`src/logic/sram_params.svh`:
```
`ifndef SRAM_PARAMS_SVH
`define SRAM_PARAMS_SVH

// data bus width in bits
`define SRAM_DATA_W 32

// word address into the chip, 1M words
`define SRAM_ADDR_W 20

// byte address as seen by the cpu
`define BUS_ADDR_W 22

// parked on the address pins between accesses
`define SRAM_IDLE_WORD ('1)

`endif

```
`src/logic/sram_pkg.sv`:
```
`default_nettype none

`include "sram_params.svh"

package sram_pkg;

    typedef logic [`SRAM_DATA_W-1:0]   word_t;
    typedef logic [`SRAM_ADDR_W-1:0]   ram_addr_t;
    typedef logic [`BUS_ADDR_W-1:0]    bus_addr_t;
    typedef logic [`SRAM_DATA_W/8-1:0] mask_t;     // one bit per byte lane

    typedef enum logic [1:0] {SIZE_BYTE, SIZE_HALF, SIZE_WORD} acc_size_t;

    // lane-resolved request, what the chip side understands
    typedef struct packed {
        logic      rd;
        logic      wr;
        ram_addr_t addr;
        mask_t     mask;
        word_t     wdata;
    } word_req_t;

    // sized request from the data port, byte addressed
    typedef struct packed {
        logic      rd;
        logic      wr;
        bus_addr_t addr;
        acc_size_t size;
        logic      signed_ld;  // sign extend on byte/half loads
        word_t     wdata;      // right aligned
    } data_req_t;

    typedef struct packed {
        ram_addr_t addr;
        mask_t     be_n;
        logic      ce_n;
        logic      oe_n;
        logic      we_n;
    } sram_pins_t;

endpackage

`default_nettype wire

```
`src/logic/mem_port_arbiter.sv`:
```
`timescale 1ns/1ps
`default_nettype none

module mem_port_arbiter (
    input  logic                clk,
    input  logic                rst,

    input  logic                fetch_req,
    input  sram_pkg::ram_addr_t fetch_addr,
    output logic                fetch_done,
    output sram_pkg::word_t     fetch_rdata,

    input  sram_pkg::word_req_t data_word_req,
    output logic                data_done,
    output sram_pkg::word_t     data_rdata,

    output logic                start,
    output sram_pkg::word_req_t ctrl_req,
    input  logic                ctrl_done,
    input  sram_pkg::word_t     ctrl_rdata
);
    import sram_pkg::*;

    logic      busy;
    logic      owner_data;    // 1 while the data port holds the grant
    logic      data_pending;
    logic      sel_data;
    word_req_t fetch_word_req;

    assign data_pending = data_word_req.rd | data_word_req.wr;

    // fetch is always a full word read
    always_comb begin
        fetch_word_req       = '0;
        fetch_word_req.rd    = fetch_req;
        fetch_word_req.addr  = fetch_addr;
        fetch_word_req.mask  = '1;
    end

    assign start    = !busy && (data_pending || fetch_req);
    assign sel_data = busy ? owner_data : data_pending;   // data wins on a tie
    assign ctrl_req = sel_data ? data_word_req : fetch_word_req;

    always_ff @(posedge clk or posedge rst) begin
        if (rst) begin
            busy       <= 1'b0;
            owner_data <= 1'b0;
        end else if (start) begin
            busy       <= 1'b1;
            owner_data <= data_pending;
        end else if (ctrl_done) begin
            busy <= 1'b0;
        end
    end

    assign fetch_done  = ctrl_done & ~owner_data;
    assign data_done   = ctrl_done & owner_data;
    assign fetch_rdata = ctrl_rdata;    // qualified by each port's done
    assign data_rdata  = ctrl_rdata;

    assert property (@(posedge clk) disable iff (rst) start |-> !(ctrl_req.rd && ctrl_req.wr))
        else $error("read and write both set on granted request at %0t", $time);

    // done is only routed back to a port that is still waiting
    assert property (@(posedge clk) disable iff (rst) fetch_done |-> fetch_req)
        else $error("fetch_done with no fetch request at %0t", $time);

    assert property (@(posedge clk) disable iff (rst) data_done |-> data_pending)
        else $error("data_done with no data request at %0t", $time);

endmodule

`default_nettype wire

```
`config.mk`:
```
export PLATFORM = sky130hd
export DESIGN_NAME = mem_port_arbiter
export DESIGN_NICKNAME = d
export VERILOG_FILES = /design/src/logic/sram_pkg.sv /design/src/logic/mem_port_arbiter.sv
export VERILOG_INCLUDE_DIRS = /design/src /design/src/logic
export SDC_FILE = /design/constraint.sdc
export NUM_CORES = 1
export LEC_CHECK = 0
export ABC_CLOCK_PERIOD_IN_PS = 1890
export BUFFER_PORTS_ARGS = -buffer_cell sky130_fd_sc_hd__buf_2
export CAP_MARGIN = 30
export CORE_AREA = 2 2 92 94
export CTS_CLUSTER_DIAMETER = 40
export DETAILED_ROUTE_END_ITERATION = 8
export DIE_AREA = 0 0 94 96
export PLACE_DENSITY = 0.51
export SKIP_LAST_GASP = 1
export SLEW_MARGIN = 0
export SYNTH_ARGS = -nofsm -noshare
export SYNTH_HDL_FRONTEND = slang
export SYNTH_SLANG_ARGS = --single-unit
```
`constraint.sdc`:
```
create_clock -name clk -period 1.89 [get_ports clk]
set_clock_uncertainty 0.2 [all_clocks]
set_input_delay 0.0945 -clock clk [delete_from_list [all_inputs] [get_ports clk]]
set_output_delay 0.0945 -clock clk [all_outputs]
set_load 0.1 [all_outputs]
```
Word level (Yosys, flattened, before mapping)
Cells that the tools add are included.
{"block": "classes", "bitwise": 4, "n_mux": 4, "reduce_logical": 4}
{"cell": "$mux 58", "count": 1}
{"cell": "$mux 1", "count": 3}
{"cell": "$and 1x1->1", "count": 2}
{"cell": "$reduce_bool 2->1", "count": 1}
{"cell": "$logic_and 1x1->1", "count": 1}
{"cell": "$logic_not 1->1", "count": 1}
{"cell": "$logic_or 1x1->1", "count": 1}
{"cell": "$not 1->1", "count": 1}
{"cell": "$or 1x1->1", "count": 1}
{"block": "word_totals", "output_inout_bits": 125, "elab_cells": 14, "register_bits": 2, "inputBits": 114}

Longest topological paths before layout
Gate-level depths: netlist of the first run.
{"block": "logic_depth", "ltp_word": 4, "ltp_mapped": 4, "mapped_depth_nobuf": 3}

Worst setup path before layout of the first run
Ideal clock, no wire load.
{"block": "synth_timing", "path_kind": "register -> output", "start": "reg busy", "end": "out ctrl_req[57] (netlist bit)", "setup_slack_ns": -0.972, "stages_incl_launch_ff": 2, "path_buffers": 0, "required_time_ns": 1.595, "t_arrival_ns": 2.567, "path_cell_list": "dfrtp_1 > o21ai_0"}
{"element": "start: declaration", "line_no": "mem_port_arbiter.sv:24", "rtl": "logic busy;"}
{"element": "start signal: assignment", "line_no": "mem_port_arbiter.sv:46", "rtl": "busy <= 1'b0;"}
{"element": "start signal: assignment", "line_no": "mem_port_arbiter.sv:49", "rtl": "busy <= 1'b1;"}
{"element": "start signal: assignment", "line_no": "mem_port_arbiter.sv:52", "rtl": "busy <= 1'b0;"}
{"element": "end: declaration", "line_no": "mem_port_arbiter.sv:18", "rtl": "output sram_pkg::word_req_t ctrl_req,"}

==> results.txt, run 1 <==
The synthesized netlist net count came out at about 260. The layout cell share with drive strength beyond 1 came out at 0.936. Dividing the detail-routed via count by the number of cells gives between 3 and 4. The number of flip-flops and latches in the synthesized netlist is 2. The worst endpoint data arrival time is about 1.7 ns. The count of antenna diodes in the layout is 0. The area growth from synthesis to layout is 176%. At the pin with the least slew margin, the transition time is a little under 0.5 ns. Once detailed placement completed, the half-perimeter wirelength came to about 3300 microns. The clock slew seen by the registers of the worst setup and hold paths is 0.03 ns. Dividing the detail-routed wire length by the instance count gives ~12 microns. The number of antenna violations at the first check in global routing came out at 0. In this run the deepest clock path goes through 2 buffers. The run finished, with violations left. In this run, placement finished with an instance count of between 300 and 400. The starting utilization of the core area came out at 0.149. Max-cap violations in this run came to 0. The filler cell count is 754.

The highest fanout seen on the critical path is 22. The worst supply voltage drop on vdd came out at roughly 0.00046 V. The number of max-slew violations in the final report was 0. The final cell count without fillers is approximately 370.

The smallest clock period supported by the final layout is computed as 1.99 ns. The leakage power is 1.65 nW. CTS saw 2 sinks. For this design the top-level I/O count stands at between 200 and 250. The die outline area came out at 9020 sq um. The die span in x is 94 microns. The core region is 8050 sq um. The cell count after synthesis came out at 145. The final routed wirelength across all metal layers came out at about 4600 microns. The final worst slack came out at -0.0974 ns. The pin count of the biggest net entering global routing came out at 23. The worst setup path is launched from a flip-flop. The combined area of all synthesized cells is 1200 sq um. The overall overflow remaining after global route came out at 0. The routability-driven placement congestion ratio came out at 0.718. TritonCTS built the clock tree. The worst setup path is of the reg -> out kind. The count of nets left with antenna violations once routing finished came out at 0. The number of global-route vias before repair is roughly 1.3k. The cell area power density is between 1000 and 1500 nW/um^2. The post-route clock period utilization came out at 1.05. The clock buffer count from CTS is 3. The count of final setup violators came out at 27. The element type at the critical path end is a primary output.

The DRC violations left is 0. The total number of placement rows is 33. In this run the tightest slew margin relative to its limit is 0.676. The total number of vias is about 1.4k. The number of warnings issued by yosys is 0.

The register area share after synthesis is 0.0417. The min-delay analysis places its worst path in the category in -> reg. The first global-routing pass estimated roughly 6400 microns of wire. For this block, the initial DRC count from the detailed router was 8. Setup repair after global routing could not meet its margin everywhere. The checks that failed: setup timing. The global-route usage over all layers came out at 0.0904.

The vertical die dimension is around 96 microns. The insertion delay to the later sink of the worst-skew pair is between 0.2 and 0.25 ns. The number of H-tree levels came out at 1. The number of port buffers came out at ~140.

The data required time of the worst path is roughly 1.6 ns. The number of library cell types mapped by synthesis is 19. The average instance in the mapped netlist occupies between 8 and 9 sq um. The fmax is approximately 500 MHz. The root cell of the clock tree is clkbuf_8.

The count of endpoints failing hold in the final timing report is 0. The worst-case setup slack after placement is 0.0849 ns. At the end of the flow, the number of nets in the layout was 380. The first detailed-routing pass ran for 3 iterations.
[stage by stage]
stage	power (mW)	utilization	hold slack [ns]	TNS, ns	cell area, sq um
final	3.33	0.411	0.0224	-1.67	3310
after global routing	3.43	0.411	0.0538	-3.26	3310
after CTS	3.33	0.406	0.0210	-2.36	3270
after detailed placement	2.37	0.306	-0.246	0	2460
after global placement	2.36	0.306	-0.253	0	2460
after floorplan	2.19	-	-0.364	-0.328	1240
[registers in the layout (all words and copies together) (netlist names)]
register    cells
busy            1
owner_data      1
[kinds of logic (layout without fill, tap and decap cells)]
| group | count (synthesis) | in the layout | share of synthesized area |
|---|---|---|---|
| multiplexers | 21 | 21 | 0.252 |
| flip-flops | 2 | 2 | 0.0417 |
| AO/OA/AOI/OAI | 5 | 5 | 0.0229 |
| buffers and inverters | 72 | 191 | 0.438 |
| AND/OR/NAND/NOR | 45 | 45 | 0.245 |
[placed cells by master (no fill, tap or decap), drive strengths merged]
master and n:
and2 33, o21ai 3, nor2 4, or3 4, nor3 2, buf 183
nor2b 2, mux2i 1, a22oi 1, inv 3, dfrtp 2, dlygate4sd3 2
mux2 20, a21oi 1, clkbuf 3
[path summary, 6_finish.rpt]
check                                            start                endpoint  depth (start not counted)  slack [ns]
worst max register to register        busy$_DFFE_PP0P_  owner_data$_DFFE_PP0P_                          3        0.75
min in group asynchronous                          rst        busy$_DFFE_PP0P_                          3        0.09
max in group asynchronous                          rst  owner_data$_DFFE_PP0P_                          3        1.29
worst min-delay path                         fetch_req  owner_data$_DFFE_PP0P_                          4        0.02
worst max-delay path                  busy$_DFFE_PP0P_            ctrl_req[36]                          5        -0.1
worst min register to register  owner_data$_DFFE_PP0P_  owner_data$_DFFE_PP0P_                          2        0.47
[cell usage after synthesis]
master	count	area [sq um]
a21oi_1	1	5.00
and2_1	33	206
nor3_1	1	5.00
dfrtp_1	2	50.1
nor3_2	1	10.0
buf_6	2	22.5
or3_2	4	30.0
mux2_4	18	270
nor2_1	3	11.3
nor2b_4	1	13.8
o21ai_0	3	15.0
nor2b_1	1	6.26
mux2i_1	1	10.0
inv_1	3	11.3
a22oi_1	1	7.51
nor2_4	1	11.3
clkbuf_1	3	11.3
mux2_2	2	22.5
buf_4	64	480
[critical path: stages (launching register included)]
cell and delay (ns):
dfrtp_1 0.41, nor2b_4 0.16, nor2_4 0.18, buf_6 0.19, mux2_2 0.37, buf_12 0.17
[cell type report]
cell class | instances | area, sq um | area share
repair buffers | 185 | 2370 | 0.716
multi-input cells | 71 | 706 | 0.213
well taps | 105 | 131 | 0.0397
flip-flops and latches | 2 | 50.0 | 0.0151
clock buffers | 3 | 41.3 | 0.0125
inverters | 3 | 11.3 | 0.00341
[routing by layer]
metal	vias up	GRT usage	part of all wire
met3	2	0.0329	0.14
met5	-	0	0
met4	0	0.0217	0.0026
li1	638	-	-
met1	578	0.0756	0.26
met2	135	0.196	0.60
[power breakdown]
group          total (mW)  leakage, nW  switching (mW)  internal [mW]
combinational        3.11         1.60            2.05           1.06
clock               0.165       0.0216          0.0304          0.134
sequential         0.0585       0.0216         0.00972         0.0488
total                3.33         1.65            2.09           1.24
[what timing repair did]
item	CTS	global route
hold buffers	34	0
buffers inserted	2	2
hold endpoints to repair	67	0
cloned	2	0
setup endpoints to repair	52	36
resized for setup	10	11
pin swaps	2	11
Note: power is estimated with default switching activity, not from simulation.
==> run 2, diff against run 1 <==
- CELL_PAD_IN_SITES_DETAIL_PLACEMENT: not set -> 1
- CELL_PAD_IN_SITES_GLOBAL_PLACEMENT: not set -> 2
- CORE_AREA: 2 2 92 94 -> not set
- CORE_ASPECT_RATIO: not set -> 1.1
- CORE_UTILIZATION: not set -> 10
- DIE_AREA: 0 0 94 96 -> not set
- PLACE_DENSITY: 0.51 -> 0.82
==> run 2 against run 1 <==
Non-clock buffer count rose by 5. Total power increased by 8.0%. The run still ends with setup timing left. Final cell count up 14%. Register-to-register slack lost 0.22 ns. Critical endpoint is now ctrl_req[47].
==> results.txt, run 2 (synthesis gave the netlist of run 1 again) <==
The total number of vias came to 1409 (+4.1%). The insertion delay to the later sink of the worst-skew pair is 0.22 ns (about the same). The number of nets with antenna violations after detailed routing is 0 (unchanged). The worst hold path belongs to the class in -> reg. The type of the worst setup path is reg -> out. The starting utilization of the core area came out at 0.103 (-0.0455). The wire length on met2 is 3280 microns (+21%). The routability-driven placement congestion ratio was 0.733 (+2.0%). The number of global-route vias before repair came out at 1565 (+16%).

The number of H-tree levels is 1 (unchanged). The vertical die dimension is 117 microns (+22%). The wire length of the first global-routing pass came out at 7760 microns (+21%). The count of antenna diodes in the layout came out at 0 (unchanged). The final cell count without fillers came to 419 (+14%). In the layout the commonest cells are buf_12, buf_2, and2_4. The number of primary I/O pins is 239 (unchanged). The count of endpoints failing hold in the final timing report came out at 0 (unchanged). The worst-case clock buffer depth came out at 2 (unchanged). The maximum single-stage delay on the critical path is 0.41 ns (about the same). The total of max-cap violations is 0 (unchanged).

The highest metal layer with signal wires is met4. The number of port buffers came out at 142 (unchanged). The element type at the critical path end is a primary output. The cell area power density was 1020 nW/um^2 (+1.7%). The detailed-router iteration count before antenna repair is 3 (unchanged). The total area of sequential cells is 50.0 sq um (unchanged). The count of routing violations after the opening detailed-route iteration is 25 (+17).

Setup repair after global routing could not meet its margin everywhere. The library cell used most frequently in the layout, excluding fill and tap cells, is buf_12. The register-to-register setup slack came out at 0.53 ns (-0.22 ns).

The worst setup path is launched from a flip-flop. The die span in x is 106 microns (+13%). The worst supply voltage drop on vdd came out at 0.000415 V (-10%).

The post-route clock period utilization came out at 1.03 (-0.0173). The time the worst path needs with I/O delays and setup came out at 1.95 ns (-0.0327 ns). The DRC violations left is 0 (unchanged). The clock tree from TritonCTS is done. The root buffer cell chosen for the clock tree is clkbuf_16. The placeable core area came out at 11600 sq um (+44%).

The total number of placement rows is 41 (+24%). The layout cell share with drive strength beyond 1 was 0.937 (+0.00120). The final reports fail on setup timing. The count of nets after finishing is 385 (+1.3%).

The number of max-slew violations in the final report came out at 0 (unchanged). The global-route usage over all layers came out at 0.0802 (-0.0102). The clock slew seen by the registers of the worst setup and hold paths came out at 0.03 ns (about the same). The met1 layer wirelength in the final routing came out at 1470 microns (+25%). The signal on the critical path passes through nor3_4 > nor2_4 > buf_8 > buf_12 > mux2_4 > buf_12. The leakage power is 1.75 nW (+6.2%). The placed instance count came to 374 (+15%). The largest registers in the layout are busy: 1 flops, owner_data: 1 flops. The run finished, with violations left. The worst endpoint data arrival time came to 1.66 ns (-0.03 ns). The fmax is 512 MHz (+1.7%). The tightest slew margin relative to the limit is 0.672 (-0.00372). The area added between synthesis and finish came out at 193%. The count of final setup violators is 41 (+52%). The filler cell count is 1286 (+71%). The number of antenna violations at the first check in global routing came to 0 (unchanged). The routed length on met3 came out at 688 microns (+5.4%). The final worst slack came out at -0.0647 ns (+0.0327 ns). The final routed wirelength across all metal layers came out at 5530 microns (+21%). The die outline area came out at 12400 sq um (+38%). The worst-margin pin slew is 0.495 ns (+0.00562 ns). The data required time of the worst path was 1.60 ns (about the same).

The estimated wirelength of the detail-placed design is 3960 microns (+19%). For this design, the slowest cell found on the critical path is dfrtp_1. The area used by multi-input combinational logic came out at 731 sq um (+3.5%).

The clock buffer count from CTS came out at 3 (unchanged). The routed wire length per instance is 13.2 microns (+6.9%). The highest fanout seen on the critical path is 7 (-68%). The number of sinks driven by the clock tree came to 2 (unchanged). The overall overflow remaining after global route is 0 (unchanged). The final total power is 3.60 mW (+8.0%). The average via count per standard cell is 3.36 (-8.3%). The cell that appears most often on the critical path is buf_12. The pin count of the biggest net entering global routing came out at 18 (-22%).
run 2: cell types whose count changed in the layout (fill, tap and decap cells not counted), sizes merged:
cell and delta:
clkbuf +1, bufbuf +2, buf +2
run 2: cell type report:
class / instances / share of cell area
timing repair buffer: 190 / 0.700
clock buffer: 3 / 0.0214
tap: 150 / 0.0535
inverter: 3 / 0.00321
sequential: 2 / 0.0143
multi-input combinational: 71 / 0.208
run 2: repair_timing:
action	CTS	global route
setup endpoints to repair	48	52
hold buffers	34	0
resized for setup	34	5
endpoints found under the hold margin	67	0
buffers inserted	4	1
gates cloned	3	1
pin swaps	6	15
run 2: through the flow:
step | util | hold WS [ns] | setup TNS [ns] | worst slack, ns | area (sq um)
global route | 0.303 | 0.0653 | -4.08 | -0.120 | 3510
floorplan | - | -0.364 | -0.328 | -0.212 | 1240
CTS | 0.298 | 0.0335 | -2.05 | -0.0706 | 3460
detailed placement | 0.220 | -0.247 | 0 | 0.0883 | 2550
finish | 0.303 | 0.0454 | -1.35 | -0.0647 | 3510
global placement | 0.220 | -0.249 | 0 | 0.142 | 2550
run 2: critical path: cells and delay by family, from the launching register on:
kind | cells | cell delay (ns)
and+or+nand+nor | 2 | 0.27
DFF | 1 | 0.41
muxes | 1 | 0.31
buffers and inverters | 3 | 0.44
run 2: worst paths after layout:
check	startpoint	to	depth (start not counted)
setup / recovery	busy$_DFFE_PP0P_	ctrl_req[47]	6
hold / removal	fetch_req	busy$_DFFE_PP0P_	3
setup reg to reg	busy$_DFFE_PP0P_	owner_data$_DFFE_PP0P_	4
hold reg to reg	owner_data$_DFFE_PP0P_	owner_data$_DFFE_PP0P_	3
max in group asynchronous	rst	busy$_DFFE_PP0P_	3
min in group asynchronous	rst	owner_data$_DFFE_PP0P_	3
run 2: power by group:
part	switching (mW)	total [mW]	internal [mW]
Combinational	2.08	3.23	1.14
Clock	0.0452	0.314	0.269
Sequential	0.00638	0.0552	0.0488
run 2: layer usage:
metal | GRT usage | vias to the layer above
li1 | - | 648
met1 | 0.0675 | 614
met2 | 0.172 | 138
met3 | 0.0277 | 9
met4 | 0.0265 | 0
met5 | 0 | -
