===== config.mk =====
export PLATFORM = sky130hd
export DESIGN_NAME = byte_lane_align
export DESIGN_NICKNAME = d
export VERILOG_FILES = /design/src/logic/sram_pkg.sv /design/src/logic/byte_lane_align.sv
export VERILOG_INCLUDE_DIRS = /design/src /design/src/logic
export SDC_FILE = /design/constraint.sdc
export NUM_CORES = 1
export LEC_CHECK = 0
export CAP_MARGIN = 30
export CORE_MARGIN = 2
export CORE_UTILIZATION = 25
export DETAILED_ROUTE_END_ITERATION = 10
export DONT_BUFFER_PORTS = 1
export PLACE_DENSITY = 0.37
export SETUP_SLACK_MARGIN = 0.5
export SLEW_MARGIN = 20
export SYNTH_ARGS = -nofsm -noshare
export SYNTH_HDL_FRONTEND = slang
export SYNTH_SLANG_ARGS = --single-unit

===== constraint.sdc =====
create_clock -name vclk -period 1.8
set_input_delay 0.18 -clock vclk [all_inputs]
set_output_delay 0.18 -clock vclk [all_outputs]
set_load 0.005 [all_outputs]

===== src/logic/sram_params.svh =====
`ifndef SRAM_PARAMS_SVH
`define SRAM_PARAMS_SVH

// data bus width in bits
`define SRAM_DATA_W 32

// word address into the chip, 1M words
`define SRAM_ADDR_W 20

// byte address as seen by the cpu
`define BUS_ADDR_W 22

// parked on the address pins between accesses
`define SRAM_IDLE_WORD ('1)

`endif


===== src/logic/sram_pkg.sv =====
`default_nettype none

`include "sram_params.svh"

package sram_pkg;

    typedef logic [`SRAM_DATA_W-1:0]   word_t;
    typedef logic [`SRAM_ADDR_W-1:0]   ram_addr_t;
    typedef logic [`BUS_ADDR_W-1:0]    bus_addr_t;
    typedef logic [`SRAM_DATA_W/8-1:0] mask_t;     // one bit per byte lane

    typedef enum logic [1:0] {SIZE_BYTE, SIZE_HALF, SIZE_WORD} acc_size_t;

    // lane-resolved request, what the chip side understands
    typedef struct packed {
        logic      rd;
        logic      wr;
        ram_addr_t addr;
        mask_t     mask;
        word_t     wdata;
    } word_req_t;

    // sized request from the data port, byte addressed
    typedef struct packed {
        logic      rd;
        logic      wr;
        bus_addr_t addr;
        acc_size_t size;
        logic      signed_ld;  // sign extend on byte/half loads
        word_t     wdata;      // right aligned
    } data_req_t;

    typedef struct packed {
        ram_addr_t addr;
        mask_t     be_n;
        logic      ce_n;
        logic      oe_n;
        logic      we_n;
    } sram_pins_t;

endpackage

`default_nettype wire


===== src/logic/byte_lane_align.sv =====
`timescale 1ns/1ps
`default_nettype none

`include "sram_params.svh"

module byte_lane_align (
    input  sram_pkg::data_req_t req,
    output sram_pkg::word_req_t word_req,
    input  sram_pkg::word_t     word_rdata,
    output sram_pkg::word_t     rdata
);
    import sram_pkg::*;

    logic [1:0] lane;
    word_t      shifted;

    assign lane    = req.addr[1:0];
    assign shifted = word_rdata >> {lane, 3'b000};   // selected lane down to bit 0

    always_comb begin
        word_req.rd   = req.rd;
        word_req.wr   = req.wr;
        word_req.addr = req.addr[`BUS_ADDR_W-1:2];
        case (req.size)
            SIZE_BYTE: begin
                word_req.mask  = mask_t'(1) << lane;
                word_req.wdata = {4{req.wdata[7:0]}};
            end
            SIZE_HALF: begin
                word_req.mask  = lane[1] ? 4'b1100 : 4'b0011;
                word_req.wdata = {2{req.wdata[15:0]}};
            end
            default: begin
                word_req.mask  = '1;
                word_req.wdata = req.wdata;
            end
        endcase
    end

    // load extension
    always_comb begin
        case (req.size)
            SIZE_BYTE: rdata = {{24{req.signed_ld & shifted[7]}}, shifted[7:0]};
            SIZE_HALF: rdata = {{16{req.signed_ld & shifted[15]}}, shifted[15:0]};
            default:   rdata = word_rdata;
        endcase
    end

    // requester contract, no trap logic behind it
    always_comb begin
        assert final (!(req.rd && req.wr))
            else $error("data port read and write both high at %0t", $time);
        if ((req.rd || req.wr) && req.size == SIZE_HALF) begin
            assert final (!req.addr[0])
                else $error("misaligned half access at %0t", $time);
        end
        if ((req.rd || req.wr) && req.size == SIZE_WORD) begin
            assert final (req.addr[1:0] == 2'b00)
                else $error("misaligned word access at %0t", $time);
        end
    end

endmodule

`default_nettype wire


* Yosys cells after proc, flatten, opt, wreduce, memory -nomap -nowiden *
Cells that the tools add are included.

operators by class
  bitwise logic cells = 2
  mux-type cells = 3
  reductions and logical operators = 1
  shift operators = 2
  equality and inequality tests = 1

operators with widths
  kind                                                  number
  case mux 36 bit (2 select lines)                      1
  case mux 32 bit (2 select lines)                      1
  >> shifter 32 x 5 -> 16 bit                           1
  2-to-1 mux 4 bit                                      1
  << shifter 1 x 2 -> 4 bit (first input constant)      1
  bitwise AND 1 bit                                     2
  equality test 2 x 1 -> 1 bit (second input constant)  1
  logical NOT 2 bit                                     1

storage, ports and cells
  register bits after elaboration = 0
  output and inout bits = 90
  bits of input ports = 91
  word-level logic and storage cells = 9

* Depth between registers and ports, before layout *
Gate-level depths: netlist of run 1.

  depth in word-level cells = 3
  mapped depth = 7
  gate-level depth less buffers = 4

* Worst setup path before layout of run 1 *
Ideal clock, no wire load.

  path type = input to output
  start point = in req[36] (netlist name)
  end point = out rdata[16]
  stages on the path = 6
  data arrival time = 1.493 ns
  buffers on the path = 2
  path slack = 0.127 ns
  data required time = 1.620 ns
  cells stage by stage = buf_6 mux4_2 and3_4 a31o_4 buf_6 a21o_1

on the way
  longest elaborated chain between the ends = 3
  elaborated cells on any way between the ends = 4
  classes of those cells = shift: 1; mux: 1; bitwise: 2

ends and longest elaborated chain
  what                                         line                                          text
  start: declaration                           byte_lane_align.sv:7                          input sram_pkg::data_req_t req,
  >> shifter 32 x 5 -> 16 bit (*)              byte_lane_align.sv:18                         assign shifted = word_rdata >> {lane, 3'b000};
  bitwise AND 1 bit, on equally long branches  byte_lane_align.sv:44, byte_lane_align.sv:43
  case mux 32 bit (2 select lines) (*)         byte_lane_align.sv:42                         case (req.size)
  end: declaration                             byte_lane_align.sv:10                         output sram_pkg::word_t rdata

Every way passes the cells marked *; elsewhere a longest branch is shown, timed or not.

* Final worst setup path of run 1 *
  start point = in req[36] (netlist name)
  end point = out rdata[29]

The elaborated chain is that of the path after synthesis.

==> reports/results.txt, run 1 <==
RSZ-0062 raised after global routing: yes
Max stage delay on crit path: 0.49 ns
grt total ovfl: 0
share of the synthesized area in the top cell type: 0.249
type of origin of the critical path: input pin
ranking of synthesized cells by area: mux2_2 (25%), buf_4 (17%), a21o_1 (10%), mux2i_1 (7.4%), nand2_1 (6.4%)
crit-path cells: mux4_2 > and3_4 > a31o_4 > a21o_1
Rows: 26
io pins: 181
die area: 6040 um2
Mapped Area: 1360 um2
register area: 0 um2
Worst setup EP type: output pin
detailed-route via count: 1257
post-synthesis net count: 276
drt first pass iters: 4
Ys Warns: 0
wire per inst: 21.6 um
Worst Path Required: 1.62 ns
fin nets: 237
Peak Freq: 663 MHz
final antenna diode count: 0
detail-routed via count per cell: 5.87
antenna violations before repair: 0
first-pass GRT wire length: 6720 um
Worst-Margin Slew: 0.555 ns
Layout area overhead: -8.30%
Tcrit/Tclk final: 0.839
overall routing resource usage: 0.134
Layout clock buffers: 0
maxcap violations: 0
Cells after Synth: 185
share of layout cells above drive strength 1: 0.340
critical setup path kind: input pin to output pin
Final setup viols: 0
min Tclk post-route: 1.51 ns
Post-Route WL: 4630 um
commonest non-fill, non-tap cells in the layout: mux2_2 (30), nand2_1 (23), a21o_1 (18), o21ai_0 (16), mux2i_1 (10)
library cells used by synthesis: 25
Final Max Tran Viols: 0
Rel. slew slack: 0.629
GPL Wtd Cong: 0.680
Leak Pwr: 0.546 nW
Slowest-stage cell, CP: mux4_2
largest net degree at the start of global routing: 72
Final Hold Viols: 0
Setup TNS: 0 ns
proportion of synthesized chip area in sequential cells: 0
final hold slack: 0.360 ns
Seq Cell Count: 0
Port Buffer Count: 0
pwr dens: 223 nW/um2
core box area: 5170 um2
area leader, netlist: mux2_2
hold crit path type: input pin to output pin
vias in the first global route: 1297
Starting Density: 0.262
Max Fanout on Critical Path: 17
syn avg cell area: 7.34 um2
Buf+Inv Stages, Crit Path: 0
most common cell after layout, fill and taps aside: mux2_2
Starting DRT DRC Count: 39
Hold Buf Count CTS: 0
DRC: 0
Routed Antenna Nets: 0
Die X: 77.7 um
status: completed
placed instance area: 1170 um2
Final Cell Area: 1240 um2
Detailed Place HPWL: 3480 um
family with the most delay on the worst path: multiplexers
Die Ht: 77.7 um
Arrival @ worst endpoint: 1.33 ns
maximum ir drop on the vdd rail: 0.0507 mV
## through the flow
step           instances  power, W  worst slack (ns)  utilization
2_1_floorplan        185  0.000308             0.136            -
3_3_place_gp         212  0.000257             0.276        0.226
3_5_place_dp         212  0.000257             0.248        0.226
4_1_cts              214  0.000280             0.302        0.239
5_1_grt              214  0.000303             0.267        0.241
6_report             214  0.000278             0.291        0.241
## per-layer routing
metal | vias up | part of all wire | global-route usage | routed length, um
li1 | 567 | - | - | -
met1 | 577 | 0.36 | 0.137 | 1650
met2 | 103 | 0.52 | 0.269 | 2430
met3 | 10 | 0.11 | 0.0360 | 497
met4 | 0 | 0.012 | 0.0250 | 55
met5 | - | 0 | 0 | 0
## worst paths after layout
check	to	from	cells after the start	slack [ns]
min	word_req[44]	req[45]	0	0.36
max	rdata[29]	req[36]	4	0.29
## cells by family (layout without fill, tap and decap cells)
kind of cell           Yosys count  count (layout)  share of synthesized area
AOI/OAI and AO/OA               63              64                      0.325
buffers and inverters           50               8                      0.234
muxes                           41              41                      0.339
and+or+nand+nor                 31              31                      0.101
## cell usage after synthesis, drive strengths merged, types with 2 or more instances
cell type,count
inv,3
a22oi,7
o31ai,6
o21bai,3
nor2b,3
nor2,2
clkbuf,12
a221oi,6
nand2,23
o21ai,17
a21o,18
mux2,30
buf,35
a21oi,3
mux2i,10
and3,2
## final cells by class
type / count / area (um2)
fill: 579 / 3930
tap: 70 / 87.6
inverter: 3 / 11.3
timing repair buffer: 5 / 41.3
multi-input combinational: 136 / 1100
## where the power goes
group | switching, W | internal [W]
Sequential | 0 | 0
Combinational | 0.000132 | 0.000146
Clock | 0 | 0
Total | 0.000132 | 0.000146
## what timing repair did
item,4_1_cts,5_1_grt
gates cloned,1,0
setup buffers,1,0
resized for setup,10,2
pin swaps,2,0
setup endpoints to repair,24,24
(Power assumes the default switching activity.)
==> run 2: changes to the inputs <==
--- a/config.mk
+++ b/config.mk
@@ -6,6 +6,7 @@
 export SDC_FILE = /design/constraint.sdc
 export NUM_CORES = 1
 export LEC_CHECK = 0
+export ABC_AREA = 1
 export CAP_MARGIN = 30
 export CORE_MARGIN = 2
 export CORE_UTILIZATION = 25
==> constraint.sdc (replaced) <==
create_clock -name vclk -period 1.6
set_input_delay 0.16 -clock vclk [all_inputs]
set_output_delay 0.16 -clock vclk [all_outputs]
set_load 0.005 [all_outputs]
==> reports/results.txt, run 2 <==
Die Ht: 81.0 um (was 77.7 um)
Final Cell Area: 1430 um2 (was 1240 um2)
critical setup path kind: input pin to output pin (unchanged)
pwr dens: 237 nW/um2 (was 223 nW/um2)
grt total ovfl: 0 (unchanged)
Final Max Tran Viols: 0 (unchanged)
fin nets: 334 (was 237)
Max Fanout on Critical Path: 20 (was 17)
final antenna diode count: 0 (unchanged)
top cells by count, synth: nand2_1 (110), o21ai_0 (36), buf_4 (31) (was buf_4 (30), mux2_2 (30), nand2_1 (23))
Starting Density: 0.255 (was 0.262)
die area: 6560 um2 (was 6040 um2)
Worst Path Required: 1.44 ns (was 1.62 ns)
register area: 0 um2 (unchanged)
Starting DRT DRC Count: 45 (was 39)
Detailed Place HPWL: 3870 um (was 3480 um)
Routed Antenna Nets: 0 (unchanged)
GPL Wtd Cong: 0.681 (was 0.680)
overall routing resource usage: 0.154 (was 0.134)
DRC: 0 (unchanged)
type of origin of the critical path: input pin (unchanged)
syn avg cell area: 5.33 um2 (was 7.34 um2)
Rel. slew slack: 0.728 (was 0.629)
Buf+Inv Stages, Crit Path: 1 (was 0)
fill count: 697 (was 579)
area leader, netlist: nand2_1 (was mux2_2)
placed insts: 308 (was 212)
hold crit path type: input pin to output pin (unchanged)
most common cell after layout, fill and taps aside: nand2_1 (was mux2_2)
Tcrit/Tclk final: 0.644
detailed-route via count: 1649 (was 1257)
proportion of synthesized chip area in sequential cells: 0 (unchanged)
ranking of synthesized cells by area: nand2_1 (28%), buf_4 (16%), nand3_2 (14%), o21ai_0 (12%), nand3_1 (5.1%) (was mux2_2 (25%), buf_4 (17%), a21o_1 (10%), mux2i_1 (7.4%), nand2_1 (6.4%))
Final Util: 0.245 (was 0.241)
antenna violations before repair: 0 (unchanged)
crit-path cells: inv_6 > nand2_1 > nand3_4 > nand3b_4 > nand3_1 (was mux4_2 > and3_4 > a31o_4 > a21o_1)
family with the most delay on the worst path: simple AND/OR/NAND/NOR gates (was multiplexers)
core box area: 5820 um2 (was 5170 um2)
placed instance area: 1260 um2 (was 1170 um2)
detail-routed via count per cell: 5.22 (was 5.87)
Ys Warns: 0 (unchanged)
vias in the first global route: 1432 (was 1297)
area occupied by multi-input gates: 1190 um2 (was 1100 um2)
status: completed (unchanged)
share of the synthesized area in the top cell type: 0.278 (was 0.249)
commonest non-fill, non-tap cells in the layout: nand2_1 (109), o21ai_0 (35), nand3_2 (21), nor2_1 (16), nand3_1 (13) (was mux2_2 (30), nand2_1 (23), a21o_1 (18), o21ai_0 (16), mux2i_1 (10))
maximum ir drop on the vdd rail: 0.0625 mV (was 0.0507 mV)
drt first pass iters: 5 (was 4)
Slowest-stage cell, CP: nand3b_4 (was mux4_2)
largest net degree at the start of global routing: 44 (was 72)
RSZ-0062 raised after global routing: yes (unchanged)
Rows: 28 (was 26)
maxcap violations: 0 (unchanged)
Worst Hold Path Cells: 0 (unchanged)
Leak Pwr: 0.764 nW (was 0.546 nW)
Layout area overhead: -3.88% (was -8.30%)
wire per inst: 17.1 um (was 21.6 um)
Port Buffer Count: 0 (unchanged)
Cells after Synth: 278 (was 185)
Layout clock buffers: 0 (unchanged)
Post-Route WL: 5410 um (was 4630 um)
io pins: 181 (unchanged)
min Tclk post-route: 1.03 ns
Worst setup EP type: output pin (unchanged)
post-synthesis net count: 369 (was 276)
Mapped Area: 1480 um2 (was 1360 um2)
library cells used by synthesis: 18 (was 25)
Final setup viols: 0 (unchanged)
Seq Cell Count: 0 (unchanged)
Max stage delay on crit path: 0.17 ns (was 0.49 ns)
Finished Layout Cells: 316 (was 214)
first-pass GRT wire length: 7870 um (was 6720 um)
Setup TNS: 0 ns (unchanged)
Final Hold Viols: 0 (unchanged)
final hold slack: 0.320 ns (was 0.360 ns)
share of layout cells above drive strength 1: 0.187 (was 0.340)
Die X: 81.0 um (was 77.7 um)
Arrival @ worst endpoint: 0.87 ns (was 1.33 ns)
Peak Freq: 971 MHz
most numerous cell in the Yosys netlist: nand2_1
Worst-Margin Slew: 0.404 ns (was 0.555 ns)
Levels on crit path: 5 (was 4)
run 2: cell count changes in the layout (fill, tap and decap cells not counted), moves of 7 or more:
cell and change:
a21o_1 -18, a22oi_1 -7, inv_1 +7, mux2_2 -30, mux2i_1 -10, nand2_1 +86
nand3_1 +13, nand3_2 +21, nor2_1 +14, o211ai_1 +8, o21ai_0 +19
run 2: per-layer routing:
layer  share of wire  vias to the layer above  GRT usage
met4         0.00074                        0    0.00339
met1            0.42                      751      0.205
met3           0.085                        2     0.0267
met5               0                        -          0
li1                -                      810          -
met2            0.50                       86      0.274
run 2: where the power goes:
part	internal (W)	switching, W	leakage [nW]
Combinational	0.000125	0.000213	0.764
Sequential	0	0	0
Clock	0	0	0
Total	0.000125	0.000213	0.764
run 2: layout make-up:
type	count	area share
inverter	14	0.0448
multi-input combinational	219	0.832
tap	75	0.0658
timing repair buffer	7	0.0536
timing repair inverter	1	0.00351
run 2: logic make-up (layout without fill, tap and decap cells):
logic type,after synthesis,after routing,share of synthesized area
simple gates,167,170,0.554
buf+inv,62,22,0.267
compound gates,49,49,0.179
run 2: path summary, 6_finish.rpt:
kind / from / end / slack [ns]
max: req[35] / rdata[29] / 0.57
min: req[42] / word_req[41] / 0.32
run 2: repair_timing:
| item | in CTS | in global routing |
|---|---|---|
| cloned | 3 | 1 |
| buffers inserted | 4 | 0 |
| hold buffers | 0 | 0 |
| pin swaps | 3 | 0 |
| endpoints found under the setup margin | 31 | 24 |
| resized for setup | 13 | 5 |
run 2: through the flow:
step / power [W] / setup WS, ns
floorplan: 0.000343 / 0.535
global placement: 0.000304 / 0.273
detailed placement: 0.000306 / 0.244
CTS: 0.000340 / 0.506
global route: 0.000386 / 0.490
finish: 0.000337 / 0.570
==> run 3: changes to the inputs <==
--- a/config.mk
+++ b/config.mk
@@ -6,13 +6,13 @@
 export SDC_FILE = /design/constraint.sdc
 export NUM_CORES = 1
 export LEC_CHECK = 0
-export ABC_AREA = 1
+export ABC_AREA = 0
 export CAP_MARGIN = 30
 export CORE_MARGIN = 2
 export CORE_UTILIZATION = 25
 export DETAILED_ROUTE_END_ITERATION = 10
 export DONT_BUFFER_PORTS = 1
-export PLACE_DENSITY = 0.37
+export PLACE_DENSITY = 0.39
 export SETUP_SLACK_MARGIN = 0.5
 export SLEW_MARGIN = 20
 export SYNTH_ARGS = -nofsm -noshare
==> constraint.sdc (replaced) <==
create_clock -name vclk -period 0.91
set_input_delay 0.091 -clock vclk [all_inputs]
set_output_delay 0.091 -clock vclk [all_outputs]
set_load 0.005 [all_outputs]
==> reports/results.txt, run 3 (synthesis results as in run 1) <==
core box area: 5170 um2 (was 5820 um2)
Finished Layout Cells: 221 (was 316)
io pins: 181 (unchanged)
Post-Route WL: 5030 um (was 5410 um)
crit-path cells: mux4_2 > buf_4 > and3_4 > a211oi_4 > a21oi_2 (was inv_6 > nand2_1 > nand3_4 > nand3b_4 > nand3_1)
vias in the first global route: 1342 (was 1432)
Slowest-stage cell, CP: mux4_2 (was nand3b_4)
Rel. slew slack: 0.705 (was 0.728)
pwr dens: 456 nW/um2 (was 237 nW/um2)
Starting DRT DRC Count: 63 (was 45)
critical setup path kind: input pin to output pin (unchanged)
Seq Cell Count: 0 (unchanged)
Buf+Inv Stages, Crit Path: 1 (unchanged)
family with the most delay on the worst path: multiplexers (was simple AND/OR/NAND/NOR gates)
final antenna diode count: 0 (unchanged)
Worst Path Required: 0.82 ns (was 1.44 ns)
Final setup viols: 25 (was 0)
detailed-route via count: 1320 (was 1649)
antenna violations before repair: 0 (unchanged)
GPL Wtd Cong: 0.744 (was 0.681)
drt first pass iters: 4 (was 5)
wire per inst: 22.8 um (was 17.1 um)
Arrival @ worst endpoint: 1.21 ns (was 0.87 ns)
Levels on crit path: 5 (unchanged)
Max stage delay on crit path: 0.49 ns (was 0.17 ns)
type of origin of the critical path: input pin (unchanged)
RSZ-0062 raised after global routing: yes (unchanged)
maxcap violations: 0 (unchanged)
Die X: 77.7 um (was 81.0 um)
share of layout cells above drive strength 1: 0.397 (was 0.187)
first-pass GRT wire length: 7220 um (was 7870 um)
die area: 6040 um2 (was 6560 um2)
overall routing resource usage: 0.145 (was 0.154)
DRC: 0 (unchanged)
Detailed Place HPWL: 3610 um (was 3870 um)
register area: 0 um2 (unchanged)
Worst-Margin Slew: 0.443 ns (was 0.404 ns)
Final Hold Viols: 0 (unchanged)
Rows: 26 (was 28)
setup ws final: -0.393 ns (was 0.570 ns)
fin nets: 244 (was 334)
most common cell after layout, fill and taps aside: nand2_1 (unchanged)
min Tclk post-route: 1.30 ns
largest net degree at the start of global routing: 72 (was 44)
Die Ht: 77.7 um (was 81.0 um)
Routed Antenna Nets: 0 (unchanged)
Tcrit/Tclk final: 1.43
Post-Place Worst Slack: -0.429 ns (was 0.244 ns)
grt total ovfl: 0 (unchanged)
Layout clock buffers: 0 (unchanged)
Port Buffer Count: 0 (unchanged)
Max Fanout on Critical Path: 17 (was 20)
Final Max Tran Viols: 0 (unchanged)
GRT met3 Usage: 0.0349 (was 0.0267)
Worst Hold Path Cells: 0 (unchanged)
detail-routed via count per cell: 5.97 (was 5.22)
status: finished with violations (was completed)
Starting Density: 0.262 (was 0.255)
placed insts: 219 (was 308)
commonest non-fill, non-tap cells in the layout: nand2_1 (22), a21o_1 (18), mux2_4 (18), o21ai_1 (15), mux2_2 (12) (was nand2_1 (109), o21ai_0 (35), nand3_2 (21), nor2_1 (16), nand3_1 (13))
failing checks: negative setup slack
Peak Freq: 767 MHz
grt peak-use layer: met2 (unchanged)
hold crit path type: input pin to output pin (unchanged)
met2 global-route usage: 0.289 (was 0.274)
Global Route met1 Usage: 0.162 (was 0.205)
Worst setup EP type: output pin (unchanged)
maximum ir drop on the vdd rail: 0.158 mV (was 0.0625 mV)
Leak Pwr: 0.667 nW (was 0.764 nW)
Layout area overhead: 4.15% (was -3.88%)
-- run 3: cell count changes in the layout (fill, tap and decap cells not counted), moves of 10 or more --
cell / before / now
mux2i_1: 0 / 10
a21o_1: 0 / 18
nand3_1: 13 / 0
nand3_2: 21 / 0
mux2_2: 0 / 12
nor2_1: 16 / 0
nand2_1: 109 / 22
o21ai_1: 5 / 15
mux2_4: 0 / 18
o21ai_0: 35 / 1
-- run 3: layout make-up --
cell class                 instances  area (um2)
tap                               70        87.6
inverter                           3        18.8
timing repair buffer              12         110
fill                             565        3760
multi-input combinational        136        1200
-- run 3: worst paths after layout --
| kind | start | to |
|---|---|---|
| setup / recovery | req[36] | rdata[14] |
| hold / removal | req[40] | word_req[39] |
-- run 3: repair_timing --
| item | 4_1_cts | 5_1_grt |
|---|---|---|
| cloned | 1 | 0 |
| setup buffers | 1 | 0 |
| resized for setup | 30 | 9 |
| hold endpoints to repair | 0 | 0 |
| pin swaps | 8 | 4 |
| setup endpoints to repair | 60 | 60 |
| hold buffers | 0 | 0 |
-- run 3: power breakdown --
part           total, W  switching [W]  internal [W]
Combinational  0.000645       0.000278      0.000367
Sequential            0              0             0
Clock                 0              0             0
Total          0.000645       0.000278      0.000367
-- run 3: layer usage --
metal | share of wire | vias up
li1 | - | 580
met1 | 0.36 | 621
met2 | 0.52 | 115
met3 | 0.11 | 4
met4 | 0.0032 | 0
met5 | 0 | -
-- run 3: stage by stage --
step                power, W  cell area (um2)  TNS [ns]  hold WS (ns)   util
floorplan           0.000686             1510    -11.53         0.263      -
global placement    0.000560             1260     -9.65         0.182  0.244
detailed placement  0.000560             1260     -9.88         0.182  0.244
CTS                 0.000633             1370     -9.22         0.182  0.265
global route        0.000695             1410    -10.11         0.182  0.273
finish              0.000645             1410     -9.18         0.182  0.273
